[src/design/cache_settings.svh]
/*
 * Geometry macros for the tag side of the set-associative cache
 * Line count, way count, address width and line offset bits
 */
`ifndef CACHE_SETTINGS_SVH
`define CACHE_SETTINGS_SVH

// Number of lines held in each way
`define CACHE_LINES 64

// Number of ways per line
// The round-robin victim counter wraps at this count
`define CACHE_WAYS 4

// Width of both virtual and physical addresses
`define CACHE_ADDR_W 32

// Lowest address bit that takes part in the line index
// Six offset bits give a 64-byte line
`define CACHE_LOBIT 6

// Index runs from CACHE_LOBIT upward over log2(CACHE_LINES) bits
// One more bit above the index is left out of the tag (the odd/even line bit)
// The tag takes everything above that bit

`endif

[src/design/cache_pkg.sv]
/*
 * Shared types for the cache tag block
 * Address, tag, index and way types, register offsets and address split helpers
 */
`include "cache_settings.svh"

package cache_pkg;

	typedef logic [`CACHE_ADDR_W-1:0] cache_addr_t;
	typedef logic [$clog2(`CACHE_LINES)-1:0] cache_index_t;
	typedef logic [$clog2(`CACHE_WAYS)-1:0] cache_way_t;

	// Tag sits above the index with one unused bit in between (bits 31 to 13)
	typedef logic [`CACHE_ADDR_W-`CACHE_LOBIT-$clog2(`CACHE_LINES)-2:0] cache_tag_t;

	// AXI4-Lite register address and data
	typedef logic [7:0] cache_reg_addr_t;
	typedef logic [31:0] cache_data_t;

	typedef enum cache_reg_addr_t {
		REG_CTRL   = 8'h00,
		REG_HITS   = 8'h04,
		REG_MISSES = 8'h08,
		REG_INFO   = 8'h0C
	} cache_reg_e;

	typedef enum logic [1:0] {
		RESP_OKAY   = 2'b00,
		RESP_SLVERR = 2'b10
	} cache_resp_e;

	// Line index from an address
	function automatic cache_index_t addr_index(cache_addr_t a);
		return a[`CACHE_LOBIT +: $bits(cache_index_t)];
	endfunction

	// Tag from the top of an address
	function automatic cache_tag_t addr_tag(cache_addr_t a);
		return a[`CACHE_ADDR_W-1 -: $bits(cache_tag_t)];
	endfunction

endpackage

[src/design/cache_victim_select.sv]
/*
 * Round-robin replacement counters, one per cache line
 */
`timescale 1ns/1ps
`include "cache_settings.svh"

module cache_victim_select (
	input logic clk,
	input logic rst,
	input cache_pkg::cache_index_t index_i,
	input logic advance_i,
	output cache_pkg::cache_way_t victim_way_o
);
	import cache_pkg::*;

	// Next way to replace for each line
	cache_way_t rr_q [`CACHE_LINES];

	// The counter of the addressed line is visible without delay
	// so a fill can write into the way shown in the same cycle
	assign victim_way_o = rr_q[index_i];

	// Each advance moves the line on to the following way
	// and the counter wraps from the last way back to way 0
	always_ff @(posedge clk) begin
		if (rst) begin
			for (int i = 0; i < `CACHE_LINES; i++) begin
				rr_q[i] <= '0;
			end
		end else if (advance_i) begin
			rr_q[index_i] <= cache_way_t'(rr_q[index_i] + 1'b1);
		end
	end

	// Flush leaves these counters alone
	// victims carry on from where they stood before the flush

endmodule

[config.mk]
export PLATFORM = sky130hd
export DESIGN_NAME = cache_victim_select
export DESIGN_NICKNAME = d
export VERILOG_FILES = /design/src/design/cache_pkg.sv /design/src/design/cache_victim_select.sv
export VERILOG_INCLUDE_DIRS = /design/src /design/src/design
export SDC_FILE = /design/constraint.sdc
export NUM_CORES = 1
export LEC_CHECK = 0
export BUFFER_PORTS_ARGS = -buffer_cell sky130_fd_sc_hd__buf_2
export CAP_MARGIN = 20
export CORE_MARGIN = 1
export CORE_UTILIZATION = 55
export CTS_CLUSTER_SIZE = 28
export DETAILED_ROUTE_END_ITERATION = 8
export GPL_ROUTABILITY_DRIVEN = 0
export PLACE_DENSITY = 0.71
export SYNTH_ARGS = -nofsm -noshare
export SYNTH_HDL_FRONTEND = slang
export SYNTH_SLANG_ARGS = --single-unit
[constraint.sdc]
create_clock -name clk -period 4.44 [get_ports clk]
set_clock_uncertainty 0.1 [all_clocks]
set_input_delay 1.11 -clock clk [delete_from_list [all_inputs] [get_ports clk]]
set_output_delay 1.11 -clock clk [all_outputs]
set_load 0.05 [all_outputs]
==> flow_summary.json <==
{
  "h-tree-depth": 4,
  "worstMarginPinSlew_ns": 0.886,
  "seqCellArea_mm2": 0.00384,
  "pin_count": 11,
  "ant_nets": 0,
  "routed_wl_um": 16700,
  "finalCritPeriodShare_pct": 99.8,
  "fp.dieArea_mm2": 0.0122,
  "synthSimpleGateAreaFrac_pct": 21.5,
  "cts_inserted_buffers": 17,
  "crit_buf_inv": 3,
  "synth_edf_count": 128,
  "wl_per_cell_um": 21.5,
  "nets": 629,
  "dp_hpwl_um": 11600,
  "internal-power_uw": 2350,
  "ys_types": 49,
  "hold_viol": 0,
  "grt_usage_pct": 29.1,
  "ir_worst_vdd_v": 0.000322,
  "viasPerCell": 6.41,
  "syn-cell-area_mm2": 0.00649,
  "avgSynthCellArea_um2": 10.9,
  "synthFlopType": "edfxtp_1",
  "largest_reg_flops": 128,
  "synth_xor_area_share_pct": 0.424,
  "power_frac_clock_pct": 43.5,
  "yosysTopAreaCellShare_pct": 59.2,
  "critPathMaxStageDelay_ns": 0.59,
  "yosysSeqAreaShare_pct": 59.2,
  "post-route-min-period_ns": 4.43,
  "synth_cells": 594,
  "clkLatencyLatePin_ns": 0.42,
  "setup_ws_ns": 0.00722,
  "p_leak_uw": 0.00273,
  "outcome": "complete, no violations",
  "num_vias": 4974,
  "mappedNetlistNets": 603,
  "hold_path_class": "input port to register",
  "timing.fmax_mhz": 226,
  "slew_viol_final": 0,
  "p_sw_uw": 768,
  "synth.largest_area_cell": "edfxtp_1",
  "synth_fa_ha_area_share_pct": 0,
  "place_area_mm2": 0.00685,
  "swShare_pct": 24.6,
  "synth-compound-area-share_pct": 9.81,
  "cts-root-buf": "clkbuf_16",
  "dp_slack_ns": 0.0175,
  "synthArstFlopShare_pct": 0,
  "grt_max_degree": 62,
  "cp_top_family": "simple AND/OR/NAND/NOR gates",
  "grt_first_pass_wirelength_um": 26600,
  "core_mm2": 0.0115,
  "synth_top_family_by_area": "simple AND/OR/NAND/NOR gates",
  "fillers": 856,
  "path_max_fanout": 9,
  "cp-start-kind": "input port",
  "path_class": "input port to output port",
  "port_buffers": 10,
  "num_rows": 39,
  "top_regs": "rr_q: 128 flops",
  "antennaDiodeCount": 0,
  "final_cell_area_mm2": 0.00744,
  "drtIter0Drc": 738,
  "critPathRequiredTime_ns": 3.23,
  "rsz0062_at_grt": "no",
  "synth.ff_latch_count": 128,
  "cp_slowest_cell": "or4b_4",
  "pwr-share-seq_pct": 44.5,
  "antenna_found_initial": 0,
  "endpoint_kind": "output port",
  "start_util_pct": 56.6,
  "relSlewSlack_pct": 40.7,
  "cap_violations": 0,
  "synth_warnings": 0,
  "top_register": "rr_q",
  "synth_area_leaders": "edfxtp_1 (59%), nand2_1 (6.0%), nor2_1 (5.0%), nor3_1 (3.4%), mux2i_1 (2.5%)",
  "first_global_vias": 4881,
  "multi_input_area_mm2": 0.00236,
  "clk_pin_slew_ns": 0.05,
  "syn_to_final_growth_pct": 14.6,
  "cts.sinks": 128,
  "cts_tree": "done",
  "setup_viol": 0,
  "cts_buffer_depth": 2,
  "power.density_mw_per_mm2": 420,
  "p_comb_share_pct": 11.9,
  "die-width_um": 111,
  "worstPathCellList": "clkbuf_4, buf_4, mux2i_1, o32ai_1, o31ai_1, nand4_1, or4b_4, buf_2",
  "drive_gt1_share_pct": 19.6,
  "drc": 0,
  "dr.pass1.iters": 6,
  "grt_overflow": 0,
  "arrival_ns": 3.22,
  "synth_mux_area_share_pct": 4.43,
  "die_h_um": 111
}
[cell families (layout without fill, tap and decap cells)]
logic type      after synthesis  after routing
mux                          22             22
xor+xnor                      1              1
buf+inv                      55             94
compound gates               86             86
simple gates                302            302
flops                       128            128
[repair_timing]
| action | in CTS | in global routing |
|---|---|---|
| setup endpoints to repair | 0 | 1 |
| resized for setup | 0 | 4 |
| hold buffers | 0 | 0 |
| setup buffers | 0 | 0 |
[per-stage QoR]
stage	hold slack [ns]	TNS, ns	cells	utilization (%)	power (uW)
floorplan	1.06	0	594	-	1670
global placement	1.12	-0.0309	744	59.8	1770
detailed placement	1.13	0	744	59.8	1780
CTS	0.972	0	776	64.8	3120
global route	1.01	0	776	64.9	3210
finish	0.996	0	776	64.9	3120
[final timing paths]
| kind | start | end | slack [ns] | cells past startpoint |
|---|---|---|---|---|
| worst max-delay path | index_i[1] | victim_way_o[1] | 0.007 | 8 |
| worst min-delay path | rst | rr_q[30][0] | 1.0 | 3 |
| worst max register to register | rr_q[48][1] | rr_q[24][1] | 1.60 | 8 |
| worst min register to register | rr_q[29][1] | rr_q[22][1] | 1.15 | 7 |
[area by class of cell]
cell class | instances | share of cell area, %
sequential | 128 | 51.7
multi-input combinational | 411 | 31.8
timing repair buffer | 56 | 6.09
clock buffer | 17 | 5.72
tap | 143 | 2.41
clock inverter | 15 | 2.02
inverter | 6 | 0.303
[layer usage]
metal | global-route usage, % | vias up | routed length, um
met1 | 39.5 | 2395 | 6660
met2 | 44.8 | 296 | 7920
met3 | 7.68 | 55 | 1490
met5 | 0 | - | 0
met4 | 11.1 | 0 | 604
li1 | - | 2228 | -
[synth_stat cells (2+ instances only)]
library cell  count
a2111oi_0         3
a211oi_1          7
a21oi_1           2
a221oi_1         12
a22o_1            3
a22oi_1          12
a32o_1            3
and2_1            4
and3_1            7
buf_1             2
buf_2            15
buf_4             2
buf_6             9
clkbuf_1         21
edfxtp_1        128
inv_1             5
mux2i_1          16
mux4_2            5
nand2_1         103
nand2b_1          4
nand3_1           7
nand3b_1          8
nor2_1           86
nor2_2           20
nor2b_1           6
nor3_1           44
nor3b_1           3
o211ai_1          4
o21ai_0          22
o221a_2           2
o221ai_1          4
o31ai_1           2
o32ai_1           2
or3b_2            6
[worst register-to-register path: cells and delay by family (launching register included)]
kind,cells,cell delay (ns)
buffers and inverters,1,0.23
XOR/XNOR,1,0.22
AND/OR/NAND/NOR,4,1.08
AO/OA/AOI/OAI,2,0.53
flip-flops,1,0.41
[power groups by stage]
| stage | Combinational [uW] | Clock [uW] | Sequential [uW] |
|---|---|---|---|
| final | 373 | 1360 | 1390 |
| after global routing | 395 | 1420 | 1390 |
| after CTS | 364 | 1360 | 1390 |
| after detailed placement | 362 | 0 | 1410 |
| after global placement | 360 | 0 | 1410 |
| after floorplan | 264 | 0 | 1400 |
[placed cells by master (no fill, tap or decap), types with 7 or more instances in the layout]
cell,instances
buf_4,42
nand3b_1,8
clkbuf_16,17
a22oi_1,12
mux2i_1,16
nor3_1,44
nor2_1,86
a221oi_1,12
nand2_1,103
o21ai_0,22
buf_2,7
edfxtp_1,128
nand3_1,7
and3_1,7
a211oi_1,7
nor2_2,20
(Power assumes the default switching activity.)
