--- src/design/cache_settings.svh ---
/*
 * Geometry macros for the tag side of the set-associative cache
 * Line count, way count, address width and line offset bits
 */
`ifndef CACHE_SETTINGS_SVH
`define CACHE_SETTINGS_SVH

// Number of lines held in each way
`define CACHE_LINES 64

// Number of ways per line
// The round-robin victim counter wraps at this count
`define CACHE_WAYS 4

// Width of both virtual and physical addresses
`define CACHE_ADDR_W 32

// Lowest address bit that takes part in the line index
// Six offset bits give a 64-byte line
`define CACHE_LOBIT 6

// Index runs from CACHE_LOBIT upward over log2(CACHE_LINES) bits
// One more bit above the index is left out of the tag (the odd/even line bit)
// The tag takes everything above that bit

`endif

--- src/design/cache_pkg.sv ---
/*
 * Shared types for the cache tag block
 * Address, tag, index and way types, register offsets and address split helpers
 */
`include "cache_settings.svh"

package cache_pkg;

	typedef logic [`CACHE_ADDR_W-1:0] cache_addr_t;
	typedef logic [$clog2(`CACHE_LINES)-1:0] cache_index_t;
	typedef logic [$clog2(`CACHE_WAYS)-1:0] cache_way_t;

	// Tag sits above the index with one unused bit in between (bits 31 to 13)
	typedef logic [`CACHE_ADDR_W-`CACHE_LOBIT-$clog2(`CACHE_LINES)-2:0] cache_tag_t;

	// AXI4-Lite register address and data
	typedef logic [7:0] cache_reg_addr_t;
	typedef logic [31:0] cache_data_t;

	typedef enum cache_reg_addr_t {
		REG_CTRL   = 8'h00,
		REG_HITS   = 8'h04,
		REG_MISSES = 8'h08,
		REG_INFO   = 8'h0C
	} cache_reg_e;

	typedef enum logic [1:0] {
		RESP_OKAY   = 2'b00,
		RESP_SLVERR = 2'b10
	} cache_resp_e;

	// Line index from an address
	function automatic cache_index_t addr_index(cache_addr_t a);
		return a[`CACHE_LOBIT +: $bits(cache_index_t)];
	endfunction

	// Tag from the top of an address
	function automatic cache_tag_t addr_tag(cache_addr_t a);
		return a[`CACHE_ADDR_W-1 -: $bits(cache_tag_t)];
	endfunction

endpackage

--- src/design/cache_ctrl_regs.sv ---
/*
 * AXI4-Lite register block with enable, flush, hit and miss counters
 * and the read-only geometry word
 */
`timescale 1ns/1ps
`include "cache_settings.svh"

module cache_ctrl_regs (
	input logic clk,
	input logic rst,
	input logic awvalid_i,
	output logic awready_o,
	input cache_pkg::cache_reg_addr_t awaddr_i,
	input logic wvalid_i,
	output logic wready_o,
	input cache_pkg::cache_data_t wdata_i,
	output logic bvalid_o,
	input logic bready_i,
	output cache_pkg::cache_resp_e bresp_o,
	input logic arvalid_i,
	output logic arready_o,
	input cache_pkg::cache_reg_addr_t araddr_i,
	output logic rvalid_o,
	input logic rready_i,
	output cache_pkg::cache_data_t rdata_o,
	output cache_pkg::cache_resp_e rresp_o,
	output logic enable_o,
	output logic flush_o,
	input logic result_valid_i,
	input logic hit_i
);
	import cache_pkg::*;

	logic aw_ready_q;
	logic wr_accept;
	logic wr_ok;
	logic clr_hits;
	logic clr_misses;
	logic bvalid_q;
	cache_resp_e bresp_q;
	logic rd_accept;
	logic rvalid_q;
	cache_data_t rd_data;
	cache_resp_e rd_resp;
	cache_data_t rdata_q;
	cache_resp_e rresp_q;
	logic enable_q;
	logic enable_d;
	logic flush_q;
	cache_data_t hits_q;
	cache_data_t misses_q;

	// ======================================================================
	// Write channel
	// ======================================================================

	// Address and data are taken together in the single ready cycle
	assign wr_accept = aw_ready_q && awvalid_i && wvalid_i;

	always_comb begin
		wr_ok = 1'b1;
		clr_hits = 1'b0;
		clr_misses = 1'b0;
		case (awaddr_i)
			REG_CTRL: ;
			REG_HITS: clr_hits = 1'b1;
			REG_MISSES: clr_misses = 1'b1;
			default: wr_ok = 1'b0;
		endcase
	end

	// Ready rises for one cycle only while no write response is waiting
	// Flush pulses in the cycle after the REG_CTRL write is accepted
	always_ff @(posedge clk) begin
		if (rst) begin
			aw_ready_q <= 1'b0;
			bvalid_q <= 1'b0;
			enable_q <= 1'b0;
			flush_q <= 1'b0;
		end else begin
			aw_ready_q <= awvalid_i && wvalid_i && !bvalid_q && !aw_ready_q;
			flush_q <= 1'b0;
			if (wr_accept) begin
				bvalid_q <= 1'b1;
				if (awaddr_i == REG_CTRL) begin
					enable_q <= wdata_i[0];
					flush_q <= wdata_i[1];
				end
			end else if (bvalid_q && bready_i) begin
				bvalid_q <= 1'b0;
			end
		end
	end

	always_ff @(posedge clk) begin
		if (wr_accept) begin
			bresp_q <= wr_ok ? RESP_OKAY : RESP_SLVERR;
		end
	end

	// ======================================================================
	// Hit and miss counters
	// ======================================================================

	// A result leaves the lookup one cycle after its request, so the
	// enable it saw is the one delayed by a cycle here
	always_ff @(posedge clk) begin
		if (rst) begin
			enable_d <= 1'b0;
			hits_q <= '0;
			misses_q <= '0;
		end else begin
			enable_d <= enable_q;
			if (wr_accept && clr_hits) begin
				hits_q <= '0;
			end else if (result_valid_i && enable_d && hit_i) begin
				hits_q <= hits_q + 1'b1;
			end
			if (wr_accept && clr_misses) begin
				misses_q <= '0;
			end else if (result_valid_i && enable_d && !hit_i) begin
				misses_q <= misses_q + 1'b1;
			end
		end
	end

	// ======================================================================
	// Read channel
	// ======================================================================

	assign rd_accept = arvalid_i && !rvalid_q;

	always_comb begin
		rd_resp = RESP_OKAY;
		case (araddr_i)
			REG_CTRL: rd_data = {31'b0, enable_q};
			REG_HITS: rd_data = hits_q;
			REG_MISSES: rd_data = misses_q;
			REG_INFO: rd_data = {16'(`CACHE_WAYS), 16'(`CACHE_LINES)};
			default: begin
				rd_data = '0;
				rd_resp = RESP_SLVERR;
			end
		endcase
	end

	// Response waits in place until the master takes it
	always_ff @(posedge clk) begin
		if (rst) begin
			rvalid_q <= 1'b0;
		end else if (rd_accept) begin
			rvalid_q <= 1'b1;
		end else if (rready_i) begin
			rvalid_q <= 1'b0;
		end
	end

	always_ff @(posedge clk) begin
		if (rd_accept) begin
			rdata_q <= rd_data;
			rresp_q <= rd_resp;
		end
	end

	assign awready_o = aw_ready_q;
	assign wready_o = aw_ready_q;
	assign bvalid_o = bvalid_q;
	assign bresp_o = bresp_q;
	assign arready_o = !rvalid_q;
	assign rvalid_o = rvalid_q;
	assign rdata_o = rdata_q;
	assign rresp_o = rresp_q;
	assign enable_o = enable_q;
	assign flush_o = flush_q;

endmodule

--- config.mk ---
export PLATFORM = sky130hd
export DESIGN_NAME = cache_ctrl_regs
export DESIGN_NICKNAME = d
export VERILOG_FILES = /design/src/design/cache_pkg.sv /design/src/design/cache_ctrl_regs.sv
export VERILOG_INCLUDE_DIRS = /design/src /design/src/design
export SDC_FILE = /design/constraint.sdc
export NUM_CORES = 1
export LEC_CHECK = 0
export ABC_AREA = 0
export BUFFER_PORTS_ARGS = -buffer_cell sky130_fd_sc_hd__buf_2
export CORE_MARGIN = 2
export CORE_UTILIZATION = 40
export CTS_BUF_LIST = sky130_fd_sc_hd__clkbuf_8 sky130_fd_sc_hd__clkbuf_16
export DETAILED_ROUTE_END_ITERATION = 10
export GPL_TIMING_DRIVEN = 0
export SYNTH_ARGS = -nofsm -noshare
export SYNTH_HDL_FRONTEND = slang
export SYNTH_SLANG_ARGS = --single-unit
--- constraint.sdc ---
create_clock -name clk -period 3.5 [get_ports clk]
set_input_delay 0.175 -clock clk [delete_from_list [all_inputs] [get_ports clk]]
set_output_delay 0.175 -clock clk [all_outputs]
set_load 0.005 [all_outputs]
==> impl_metrics.ini <==
[floorplan]
initial_core_util_pct = 41.3
core_mm2 = 0.0115
die_y_um = 113
pin_count = 100
chipWidth_um = 113
die_area_mm2 = 0.0127
rows = 39

[clock_tree]
root_buffer = clkbuf_16
h-tree-depth = 3
insertion_delay_ns = 0.34
cts_tree = yes
post_cts_resized = 0
clk_pin_slew_ns = 0.07
cts_made_buffers = 9
cts_sinks = 104
clock_path_buffers = 2
postCtsHoldBufs = 0
cts_setup_buffers = 0

[drt]
drtPass1Iterations = 5
drtAntennaViolNets = 0
viasPerCell = 5.78
drtIter0Drc = 203
drcViolationCount = 0
drt_wl_total_um = 12100
routedWlPerCell_um = 17.1
vias = 4084

[grt]
grt_pass1_vias = 3867
antenna_found_initial = 0
track_usage_pct = 19.2
overflow = 0
grt_max_degree = 34
grt_first_pass_wirelength_um = 19500

[yosys]
synth_area_per_cell_um2 = 9.89
synth_xor_area_share_pct = 3.88
yosysMostFrequentCell = dfxtp_1
syn_inst = 479
synthSimpleGateAreaFrac_pct = 22.8
yosysWarnings = 0
synthArstFlopShare_pct = 0
ys_types = 46
synth-edff-count = 34
seq_area_frac_synth_pct = 51.1
synth_compound_area_share_pct = 16.7
synth_seq_cells = 104
synth.top_cells.by_count = dfxtp_1, a21oi_1, edfxtp_1
yosys.area.top_type = dfxtp_1
synthAdderAreaFrac_pct = 0.528
syn_area_mm2 = 0.00474
ys.flop_type = dfxtp_1
synth_top_family_by_area = simple AND/OR/NAND/NOR gates
synthTopCellsByArea = dfxtp_1, edfxtp_1, a22o_1
synth_top_area_share_pct = 29.6
synthMuxAreaShare_pct = 1.27

[critical_path]
crit_required_ns = 3.71
cp_data_arrival_time_ns = 2.57
path_class = flip-flop to flip-flop
critPathLaunchType = flip-flop
worstPathMaxFanout = 10
crit_path_end_kind = flip-flop
reg2reg_setup_slack_ns = 1.14

[sta]
hold_viol = 0
setup_viol = 0
finalSetupTns_ns = 0
fin_worst_skew_ns = 0.00769
worstMarginPinSlew_ns = 0.709
timing.final.ws_setup_ns = 1.14
max_freq_ghz = 0.424
fin_crit_sh_pct = 67.5
finalCriticalPeriod_ns = 2.36
rsz0062_at_grt = no
slew_violations = 0
slew_headroom_pct = 52.3

[placement]
portBuffers = 66
dp_slack_ns = 1.17
gp_congestion = 0.814
dp_hpwl_um = 8740

[cells_and_area]
num_antenna_cells = 0
area_growth_pct = 18.1
drive_gt1_share_pct = 17.1
nets = 617
final_util_pct = 48.8

[run]
maxCapViolations = 0

[power]
internal-power_mw = 1.93
power_switching_mw = 0.515
pwr-share-clk_pct = 44.3
p_per_area_mw_per_mm2 = 437
ir_drop_v = 0.000209
combPwrFrac_pct = 3.7
swShare_pct = 21.1
seqPwrFrac_pct = 52.0
p_leak_nw = 1.94

[hold_path]
hp-class = primary input to flip-flop

[run_status]
status = finished clean
## area by class of cell
type	instances	area (um^2)
fill	1097	5870
sequential	104	2420
multi-input combinational	335	2150
timing repair buffer	67	350
clock buffer	9	225
tap	143	179
buffer	30	134
clock inverter	7	93.8
inverter	11	41.3
## metrics by stage
stage               hold slack, ns  std cells  area, um^2  power, mW
global placement             0.359        689        5250       1.38
finish                      0.0116        706        5600       2.45
floorplan                    0.274        480        4740       1.33
global route                0.0237        706        5600       2.52
CTS                         0.0124        706        5600       2.46
detailed placement           0.371        690        5280       1.39
## critical path, cell delays in order (launching register included)
cell,delay [ns]
dfxtp_1,0.46
nand4_1,0.22
or4_1,0.65
clkbuf_1,0.24
clkbuf_1,0.27
o31ai_1,0.29
a21oi_1,0.09
## state kept, by name, summed over array words and instances, names as in the netlist
signal     cells
rresp_o        1
enable_d       1
bvalid_o       1
rdata_o       32
enable_o       1
flush_o        1
misses_q      32
hits_q        32
bresp_o        1
awready_o      1
rvalid_o       1
## cell families after synthesis
| logic type | after synthesis |
|---|---|
| xor+xnor | 21 |
| compound gates | 117 |
| buf+inv | 41 |
| fa+ha+maj | 2 |
| simple gates | 187 |
| flops | 104 |
| other cells | 1 |
| mux | 6 |
## placed cells by master, fill, tap and decap left out, types with 3 or more instances in the layout
master,instances
nand2b_1,3
or4_1,31
or4b_1,3
a22o_1,29
and4_1,5
buf_4,3
nor2_1,31
or3_1,12
mux2i_1,6
clkbuf_1,23
nor3_1,8
nand4_2,3
a21oi_1,41
edfxtp_1,34
nor4_1,6
dfxtp_1,70
nor2b_1,3
clkbuf_16,9
and3_1,4
xnor2_1,9
o31ai_1,25
buf_2,67
nand3_1,24
xor2_1,12
nand2_1,30
inv_1,11
o21ai_0,14
nand4_1,14
## power groups by stage
stage | sequential (mW) | combinational (mW) | clock, mW
floorplan | 1.30 | 0.0318 | 0
detailed placement | 1.30 | 0.0916 | 0
global placement | 1.30 | 0.0850 | 0
finish | 1.27 | 0.0906 | 1.08
global route | 1.27 | 0.0998 | 1.15
CTS | 1.27 | 0.0919 | 1.10
## final timing paths
path,startpoint,endpoint,cells past startpoint
worst max register to register,hits_q[16]$_SDFFE_PP0P_,hits_q[28]$_SDFFE_PP0P_,6
worst min-delay path,rready_i,rvalid_o$_SDFFE_PP0P_,2
worst min register to register,bvalid_o$_SDFFE_PP0P_,awready_o$_SDFF_PP0_,1
worst max-delay path,hits_q[16]$_SDFFE_PP0P_,hits_q[28]$_SDFFE_PP0P_,6
## routing by layer
layer,vias to the layer above,routed length (um),global-route usage (%),share of wire (%)
li1,1988,-,-,-
met1,1970,5450,25.5,45
met2,111,5830,32.2,48
met3,15,612,4.12,5.1
met4,0,163,4.55,1.4
met5,-,0,0,0
Power figures use the tool's default switching activity.
