## src/design/cache_settings.svh

```systemverilog
/*
 * Geometry macros for the tag side of the set-associative cache
 * Line count, way count, address width and line offset bits
 */
`ifndef CACHE_SETTINGS_SVH
`define CACHE_SETTINGS_SVH

// Number of lines held in each way
`define CACHE_LINES 64

// Number of ways per line
// The round-robin victim counter wraps at this count
`define CACHE_WAYS 4

// Width of both virtual and physical addresses
`define CACHE_ADDR_W 32

// Lowest address bit that takes part in the line index
// Six offset bits give a 64-byte line
`define CACHE_LOBIT 6

// Index runs from CACHE_LOBIT upward over log2(CACHE_LINES) bits
// One more bit above the index is left out of the tag (the odd/even line bit)
// The tag takes everything above that bit

`endif

```

## src/design/cache_pkg.sv

```systemverilog
/*
 * Shared types for the cache tag block
 * Address, tag, index and way types, register offsets and address split helpers
 */
`include "cache_settings.svh"

package cache_pkg;

	typedef logic [`CACHE_ADDR_W-1:0] cache_addr_t;
	typedef logic [$clog2(`CACHE_LINES)-1:0] cache_index_t;
	typedef logic [$clog2(`CACHE_WAYS)-1:0] cache_way_t;

	// Tag sits above the index with one unused bit in between (bits 31 to 13)
	typedef logic [`CACHE_ADDR_W-`CACHE_LOBIT-$clog2(`CACHE_LINES)-2:0] cache_tag_t;

	// AXI4-Lite register address and data
	typedef logic [7:0] cache_reg_addr_t;
	typedef logic [31:0] cache_data_t;

	typedef enum cache_reg_addr_t {
		REG_CTRL   = 8'h00,
		REG_HITS   = 8'h04,
		REG_MISSES = 8'h08,
		REG_INFO   = 8'h0C
	} cache_reg_e;

	typedef enum logic [1:0] {
		RESP_OKAY   = 2'b00,
		RESP_SLVERR = 2'b10
	} cache_resp_e;

	// Line index from an address
	function automatic cache_index_t addr_index(cache_addr_t a);
		return a[`CACHE_LOBIT +: $bits(cache_index_t)];
	endfunction

	// Tag from the top of an address
	function automatic cache_tag_t addr_tag(cache_addr_t a);
		return a[`CACHE_ADDR_W-1 -: $bits(cache_tag_t)];
	endfunction

endpackage

```

## src/design/cache_tag_if.sv

```systemverilog
/*
 * Tag store access bundle between lookup logic and tag arrays
 */
`timescale 1ns/1ps
`include "cache_settings.svh"

interface cache_tag_if;

	// Read side returns every way of one line in the same cycle
	cache_pkg::cache_index_t rd_index;
	cache_pkg::cache_tag_t [`CACHE_WAYS-1:0] rd_vtag;
	cache_pkg::cache_tag_t [`CACHE_WAYS-1:0] rd_ptag;
	logic [`CACHE_WAYS-1:0] rd_valid;

	// Write side fills one way of one line per clock
	logic wr_en;
	cache_pkg::cache_way_t wr_way;
	cache_pkg::cache_index_t wr_index;
	cache_pkg::cache_tag_t wr_vtag;
	cache_pkg::cache_tag_t wr_ptag;

	// Invalidate every line, takes priority over a write in the same cycle
	logic flush;

	modport lookup (
		output rd_index, wr_en, wr_way, wr_index, wr_vtag, wr_ptag, flush,
		input rd_vtag, rd_ptag, rd_valid
	);

	modport store (
		input rd_index, wr_en, wr_way, wr_index, wr_vtag, wr_ptag, flush,
		output rd_vtag, rd_ptag, rd_valid
	);

endinterface

```

## src/design/cache_lookup.sv

```systemverilog
/*
 * Tag compare with registered result, fill issue into the victim way
 */
`timescale 1ns/1ps
`include "cache_settings.svh"

module cache_lookup (
	input logic clk,
	input logic rst,
	cache_tag_if.lookup tag_if,
	input logic lookup_valid_i,
	input cache_pkg::cache_addr_t lookup_vadr_i,
	input logic fill_valid_i,
	input cache_pkg::cache_addr_t fill_vadr_i,
	input cache_pkg::cache_addr_t fill_padr_i,
	input logic enable_i,
	input logic flush_i,
	output cache_pkg::cache_index_t victim_index_o,
	input cache_pkg::cache_way_t victim_way_i,
	output logic victim_advance_o,
	output logic result_valid_o,
	output logic hit_o,
	output cache_pkg::cache_way_t hit_way_o,
	output cache_pkg::cache_way_t victim_way_o,
	output cache_pkg::cache_tag_t ptag_o
);
	import cache_pkg::*;

	cache_index_t fill_index;
	cache_tag_t lk_tag;
	logic [`CACHE_WAYS-1:0] match;
	logic any_hit;
	cache_way_t match_way;
	cache_tag_t match_ptag;
	logic result_valid_q;
	logic hit_q;
	cache_way_t hit_way_q;
	cache_way_t victim_q;
	cache_tag_t ptag_q;

	assign fill_index = addr_index(fill_vadr_i);
	assign lk_tag = addr_tag(lookup_vadr_i);

	// A fill owns the victim port when present, otherwise the lookup line does
	assign victim_index_o = fill_valid_i ? fill_index : addr_index(lookup_vadr_i);
	assign victim_advance_o = fill_valid_i;

	// Fill goes into the line's current victim and still writes when disabled
	assign tag_if.rd_index = addr_index(lookup_vadr_i);
	assign tag_if.wr_en = fill_valid_i;
	assign tag_if.wr_way = victim_way_i;
	assign tag_if.wr_index = fill_index;
	assign tag_if.wr_vtag = addr_tag(fill_vadr_i);
	assign tag_if.wr_ptag = addr_tag(fill_padr_i);
	assign tag_if.flush = flush_i;

	// Compare against every valid way, a disabled cache reports a miss
	always_comb begin
		match_way = '0;
		match_ptag = '0;
		for (int w = 0; w < `CACHE_WAYS; w++) begin
			match[w] = tag_if.rd_valid[w] && (tag_if.rd_vtag[w] == lk_tag);
			if (match[w]) begin
				match_way = cache_way_t'(w);
				match_ptag = tag_if.rd_ptag[w];
			end
		end
		any_hit = enable_i && (|match);
	end

	always_ff @(posedge clk) begin
		if (rst) begin
			result_valid_q <= 1'b0;
		end else begin
			result_valid_q <= lookup_valid_i;
		end
	end

	// Result payload, way and physical tag read as zero on a miss
	always_ff @(posedge clk) begin
		if (lookup_valid_i) begin
			hit_q <= any_hit;
			hit_way_q <= any_hit ? match_way : '0;
			ptag_q <= any_hit ? match_ptag : '0;
			victim_q <= victim_way_i;
		end
	end

	assign result_valid_o = result_valid_q;
	assign hit_o = hit_q;
	assign hit_way_o = hit_way_q;
	assign ptag_o = ptag_q;
	assign victim_way_o = victim_q;

endmodule

```

## src/flat_wrapper.sv

```systemverilog
// flat-port wrapper written by rule: the top's interface ports become plain ports
module cache_lookup_flat import cache_pkg::*;
  (clk, rst, lookup_valid_i, lookup_vadr_i, fill_valid_i, fill_vadr_i, fill_padr_i, enable_i, flush_i, victim_index_o, victim_way_i, victim_advance_o, result_valid_o, hit_o, hit_way_o, victim_way_o, ptag_o, tag_if_rd_index, tag_if_wr_en, tag_if_wr_way, tag_if_wr_index, tag_if_wr_vtag, tag_if_wr_ptag, tag_if_flush, tag_if_rd_vtag, tag_if_rd_ptag, tag_if_rd_valid);
  cache_tag_if tag_if_i ();
  input logic clk;
  input logic rst;
  input logic lookup_valid_i;
  input cache_pkg::cache_addr_t lookup_vadr_i;
  input logic fill_valid_i;
  input cache_pkg::cache_addr_t fill_vadr_i;
  input cache_pkg::cache_addr_t fill_padr_i;
  input logic enable_i;
  input logic flush_i;
  output cache_pkg::cache_index_t victim_index_o;
  input cache_pkg::cache_way_t victim_way_i;
  output logic victim_advance_o;
  output logic result_valid_o;
  output logic hit_o;
  output cache_pkg::cache_way_t hit_way_o;
  output cache_pkg::cache_way_t victim_way_o;
  output cache_pkg::cache_tag_t ptag_o;
  output wire logic [$bits(tag_if_i.rd_index)-1:0] tag_if_rd_index;
  output wire logic [$bits(tag_if_i.wr_en)-1:0] tag_if_wr_en;
  output wire logic [$bits(tag_if_i.wr_way)-1:0] tag_if_wr_way;
  output wire logic [$bits(tag_if_i.wr_index)-1:0] tag_if_wr_index;
  output wire logic [$bits(tag_if_i.wr_vtag)-1:0] tag_if_wr_vtag;
  output wire logic [$bits(tag_if_i.wr_ptag)-1:0] tag_if_wr_ptag;
  output wire logic [$bits(tag_if_i.flush)-1:0] tag_if_flush;
  input wire logic [$bits(tag_if_i.rd_vtag)-1:0] tag_if_rd_vtag;
  input wire logic [$bits(tag_if_i.rd_ptag)-1:0] tag_if_rd_ptag;
  input wire logic [$bits(tag_if_i.rd_valid)-1:0] tag_if_rd_valid;
  assign tag_if_rd_index = tag_if_i.rd_index;
  assign tag_if_wr_en = tag_if_i.wr_en;
  assign tag_if_wr_way = tag_if_i.wr_way;
  assign tag_if_wr_index = tag_if_i.wr_index;
  assign tag_if_wr_vtag = tag_if_i.wr_vtag;
  assign tag_if_wr_ptag = tag_if_i.wr_ptag;
  assign tag_if_flush = tag_if_i.flush;
  assign tag_if_i.rd_vtag = tag_if_rd_vtag;
  assign tag_if_i.rd_ptag = tag_if_rd_ptag;
  assign tag_if_i.rd_valid = tag_if_rd_valid;
  cache_lookup u_core (.clk(clk), .rst(rst), .tag_if(tag_if_i), .lookup_valid_i(lookup_valid_i), .lookup_vadr_i(lookup_vadr_i), .fill_valid_i(fill_valid_i), .fill_vadr_i(fill_vadr_i), .fill_padr_i(fill_padr_i), .enable_i(enable_i), .flush_i(flush_i), .victim_index_o(victim_index_o), .victim_way_i(victim_way_i), .victim_advance_o(victim_advance_o), .result_valid_o(result_valid_o), .hit_o(hit_o), .hit_way_o(hit_way_o), .victim_way_o(victim_way_o), .ptag_o(ptag_o));
endmodule
```

## config.mk

```make
export PLATFORM = sky130hd
export DESIGN_NAME = cache_lookup_flat
export DESIGN_NICKNAME = d
export VERILOG_FILES = /design/src/design/cache_pkg.sv /design/src/design/cache_tag_if.sv /design/src/design/cache_lookup.sv /design/src/flat_wrapper.sv
export VERILOG_INCLUDE_DIRS = /design/src /design/src/design
export SDC_FILE = /design/constraint.sdc
export NUM_CORES = 1
export LEC_CHECK = 0
export ABC_AREA = 1
export BUFFER_PORTS_ARGS = -buffer_cell sky130_fd_sc_hd__clkbuf_2
export CAP_MARGIN = 20
export CORE_AREA = 2 2 133 135
export DETAILED_ROUTE_END_ITERATION = 6
export DIE_AREA = 0 0 135 137
export SLEW_MARGIN = 20
export SYNTH_ARGS = -nofsm -noshare
export SYNTH_HDL_FRONTEND = slang
export SYNTH_SLANG_ARGS = --single-unit
```

## constraint.sdc

```tcl
create_clock -name clk -period 3.1 [get_ports clk]
set_clock_uncertainty 0.05 [all_clocks]
set_input_delay 0.31 -clock clk [delete_from_list [all_inputs] [get_ports clk]]
set_output_delay 0.31 -clock clk [all_outputs]
set_load 0.02 [all_outputs]
```

==> impl_summary.txt <==
----------------------------------------------------
[Global routing]
  Sum of overflow across all layers after global routing ... 0
  First-pass GRT wire length ... 21600 µm
  Antenna violations before repair ... 0
  Pin count of the biggest net entering global routing ... 41
  Vias in the first global route ... 3899
  Overall routing resource usage ... 15.3%

[Power and ir drop]
  Switching share of power ... 32.4%
  Portion of total power attributed to combinational logic ... 37.1%
  Int Pwr ... 734 µW
  Areal power density over the cells ... 233 mW/mm²
  Max VDD drop ... 306 µV
  Net switching power of the design ... 351 µW
  Sequential cell fraction of total power ... 36.0%
  Clock network fraction of design power ... 26.8%
  Leakage power figure ... 2.66 nW

[Clock tree]
  Clock tree sinks ... 25
  Cts hold-fix bufs ... 0
  Clock buffer depth ... 2
  Post-cts repair resize count ... 0
  H-tree lvl count ... 1
  Number of buffers added by the clock tree synthesis step ... 3
  CTS tree ... yes
  Post-CTS repair timing setup buffer count ... 0
  CTS clk-pin slew, worst paths ... 0.06 ns
  Clock Tree Root ... sky130_fd_sc_hd__clkbuf_16

[Placement]
  Final weighted congestion in routability-driven placement ... 0.889
  Placed standard-cell area ... 0.00458 mm²
  Dpl hpwl ... 12800 µm
  Number of buffers added on ports ... 240

[STA]
  Setup-failing EPs final ... 0
  Unrepaired setup endpoints after global routing ... false
  Normalized max-slew margin ... 56.9%
  Period Utilization, post-route ... 69.2%
  Maximum achievable frequency ... 0.466 GHz
  Summed negative setup slack over all endpoints ... 0 ns
  Final number of max-transition violations ... 0
  Pin slew with the least headroom to its limit ... 0.646 ns
  Count of endpoints failing hold in the final timing report ... 0
  Minimum clock period after layout ... 2.15 ns
  Post-Route Hold Slack ... 0.154 ns

[Min path]
  Hold crit path type ... input port to register
  Hold path startpoint ... rst

[Outcome]
  Run status ... completed

[Layout]
  Fraction of final layout cells sized beyond drive strength 1 ... 36.1%
  Post-route cell area ... 0.00465 mm²
  Antenna diode count ... 0
  FILL cells ... 1989
  Area added between synthesis and finish ... 32.4%
  Final net count ... 1050

[Drt]
  Detailed-route vias per instance ... 4.15
  DRC ... 0
  Routed WL per cell ... 14.4 µm
  Post-DRT Antenna Nets ... 0
  Vias ... 4207
  Overall routed net length ... 14600 µm
  Drt first-iter violations ... 188
  Number of detailed-route iterations in the first pass ... 4

[Setup path]
  Worst setup startpoint ... lookup_vadr_i[19]
  Startpoint class of the critical path ... input port
  Type of the worst setup path ... input port to register
  Largest fanout on the critical path ... 25
  Critical path endpoint category ... register
  Arrival time worst endpoint ... 2.11 ns
  Required time worst endpoint ... 3.06 ns

[Yosys]
  Distinct cell type count of the synthesized netlist ... 27
  Synthesized netlist cell count ... 611
  Seq/Total Area, Yosys ... 21.1%
  Total of flip-flops plus latches after synthesis ... 25
  Warnings, synthesis ... 0
  Mapped Area ... 0.00351 mm²
  Net count after synthesis ... 871
  Synthesized area per cell ... 5.75 µm²

[Floorplan]
  Horizontal die dimension ... 135 µm
  Die height ... 137 µm
  Num ports ... 346
  Starting density of the core ... 20.6%
  Total core area ... 0.0171 mm²
  Die Footprint ... 0.0185 mm²
  Number of standard-cell rows in the floorplan ... 48

[Flow run]
  Maximum capacitance violations ... 0

----------------------------------------------------
-- cells by family (layout without fill, tap and decap cells) --
logic type,after synthesis,in the layout,synth area share [%]
buffers and inverters,138,316,21.3
xor gates and xnor gates,16,16,3.99
DFF,25,25,21.1
AOI/OAI and AO/OA,43,43,6.19
muxes,6,6,1.92
and+or+nand+nor,383,383,45.5
-- layout by cell type (no fill, tap or decap), types with 4 or more instances in the layout --
cell / instances
sky130_fd_sc_hd__clkbuf_2: 240
sky130_fd_sc_hd__nand3_1: 20
sky130_fd_sc_hd__nor2_1: 106
sky130_fd_sc_hd__inv_1: 61
sky130_fd_sc_hd__o21ai_0: 22
sky130_fd_sc_hd__mux2_2: 6
sky130_fd_sc_hd__buf_4: 5
sky130_fd_sc_hd__or2_2: 18
sky130_fd_sc_hd__nand2_1: 213
sky130_fd_sc_hd__inv_2: 4
sky130_fd_sc_hd__nand4_1: 18
sky130_fd_sc_hd__a21oi_1: 19
sky130_fd_sc_hd__xnor2_1: 14
sky130_fd_sc_hd__edfxtp_1: 24
-- worst paths after layout --
kind,end,depth (start not counted)
max,u_core.ptag_o[5],13
min,u_core.result_valid_o,2
-- per-layer routing --
| layer | routed length (µm) | track usage, % | up-vias |
|---|---|---|---|
| met5 | 0 | 0 | - |
| met4 | 385 | 5.09 | 0 |
| met3 | 1190 | 2.96 | 25 |
| met2 | 7160 | 27.9 | 218 |
| met1 | 5900 | 18.0 | 1771 |
| li1 | - | - | 2193 |
-- registers in the layout (all words and copies together), names as in the netlist --
| signal | flops |
|---|---|
| u_core.ptag_o | 19 |
| u_core.hit_way_o | 2 |
| u_core.victim_way_o | 2 |
| u_core.result_valid_o | 1 |
| u_core.hit_o | 1 |
-- per-stage QoR --
stage | power [mW] | utilization (%) | worst slack, ns | cells
6_report | 1.09 | 27.3 | 0.953 | 1014
5_1_grt | 1.15 | 27.3 | 0.645 | 1014
4_1_cts | 1.10 | 27.3 | 0.900 | 1014
3_5_place_dp | 0.808 | 26.8 | 0.632 | 1010
3_3_place_gp | 0.808 | 26.8 | 0.636 | 1010
2_1_floorplan | 0.666 | - | 1.44 | 611
-- area by class of cell --
cell class / count / area [µm²] / area share (%)
clock buffers: 4 / 78.8 / 1.69
well taps: 225 / 282 / 6.05
multi-input cells: 448 / 2030 / 43.6
flip-flops and latches: 25 / 741 / 15.9
inverters: 65 / 244 / 5.24
repair buffers: 247 / 1280 / 27.5
-- critical path, cell delays in order --
cell	delay [ns]
sky130_fd_sc_hd__clkbuf_2	0.20
sky130_fd_sc_hd__inv_1	0.08
sky130_fd_sc_hd__nand2_1	0.06
sky130_fd_sc_hd__o21ai_0	0.07
sky130_fd_sc_hd__nor2_1	0.11
sky130_fd_sc_hd__nand2_1	0.06
sky130_fd_sc_hd__nor2_1	0.18
sky130_fd_sc_hd__nand3_1	0.22
sky130_fd_sc_hd__inv_2	0.27
sky130_fd_sc_hd__buf_12	0.20
sky130_fd_sc_hd__nor2_1	0.06
sky130_fd_sc_hd__a21oi_1	0.20
sky130_fd_sc_hd__nor2_1	0.06
-- power groups by stage --
stage / Sequential [mW] / Combinational, mW / Clock (mW)
2_1_floorplan: 0.423 / 0.243 / 0
3_3_place_gp: 0.399 / 0.409 / 0
3_5_place_dp: 0.399 / 0.409 / 0
4_1_cts: 0.392 / 0.411 / 0.296
5_1_grt: 0.393 / 0.451 / 0.306
6_report: 0.391 / 0.403 / 0.291
-- synthesized netlist by cell type (all sizes together) --
cell	count	area (µm²)
a21oi	19	95.1
and2	1	8.76
buf	67	482
clkbuf	6	22.5
dfxtp	1	20.0
edfxtp	24	721
inv	65	244
mux2	6	67.6
nand2	214	820
nand3	22	115
nand4	18	113
nor2	109	427
nor3	1	5.00
o21a	1	7.51
o21ai	23	115
or2	18	113
xnor2	14	123
xor2	2	17.5
Note: power is estimated with default switching activity, not from simulation.
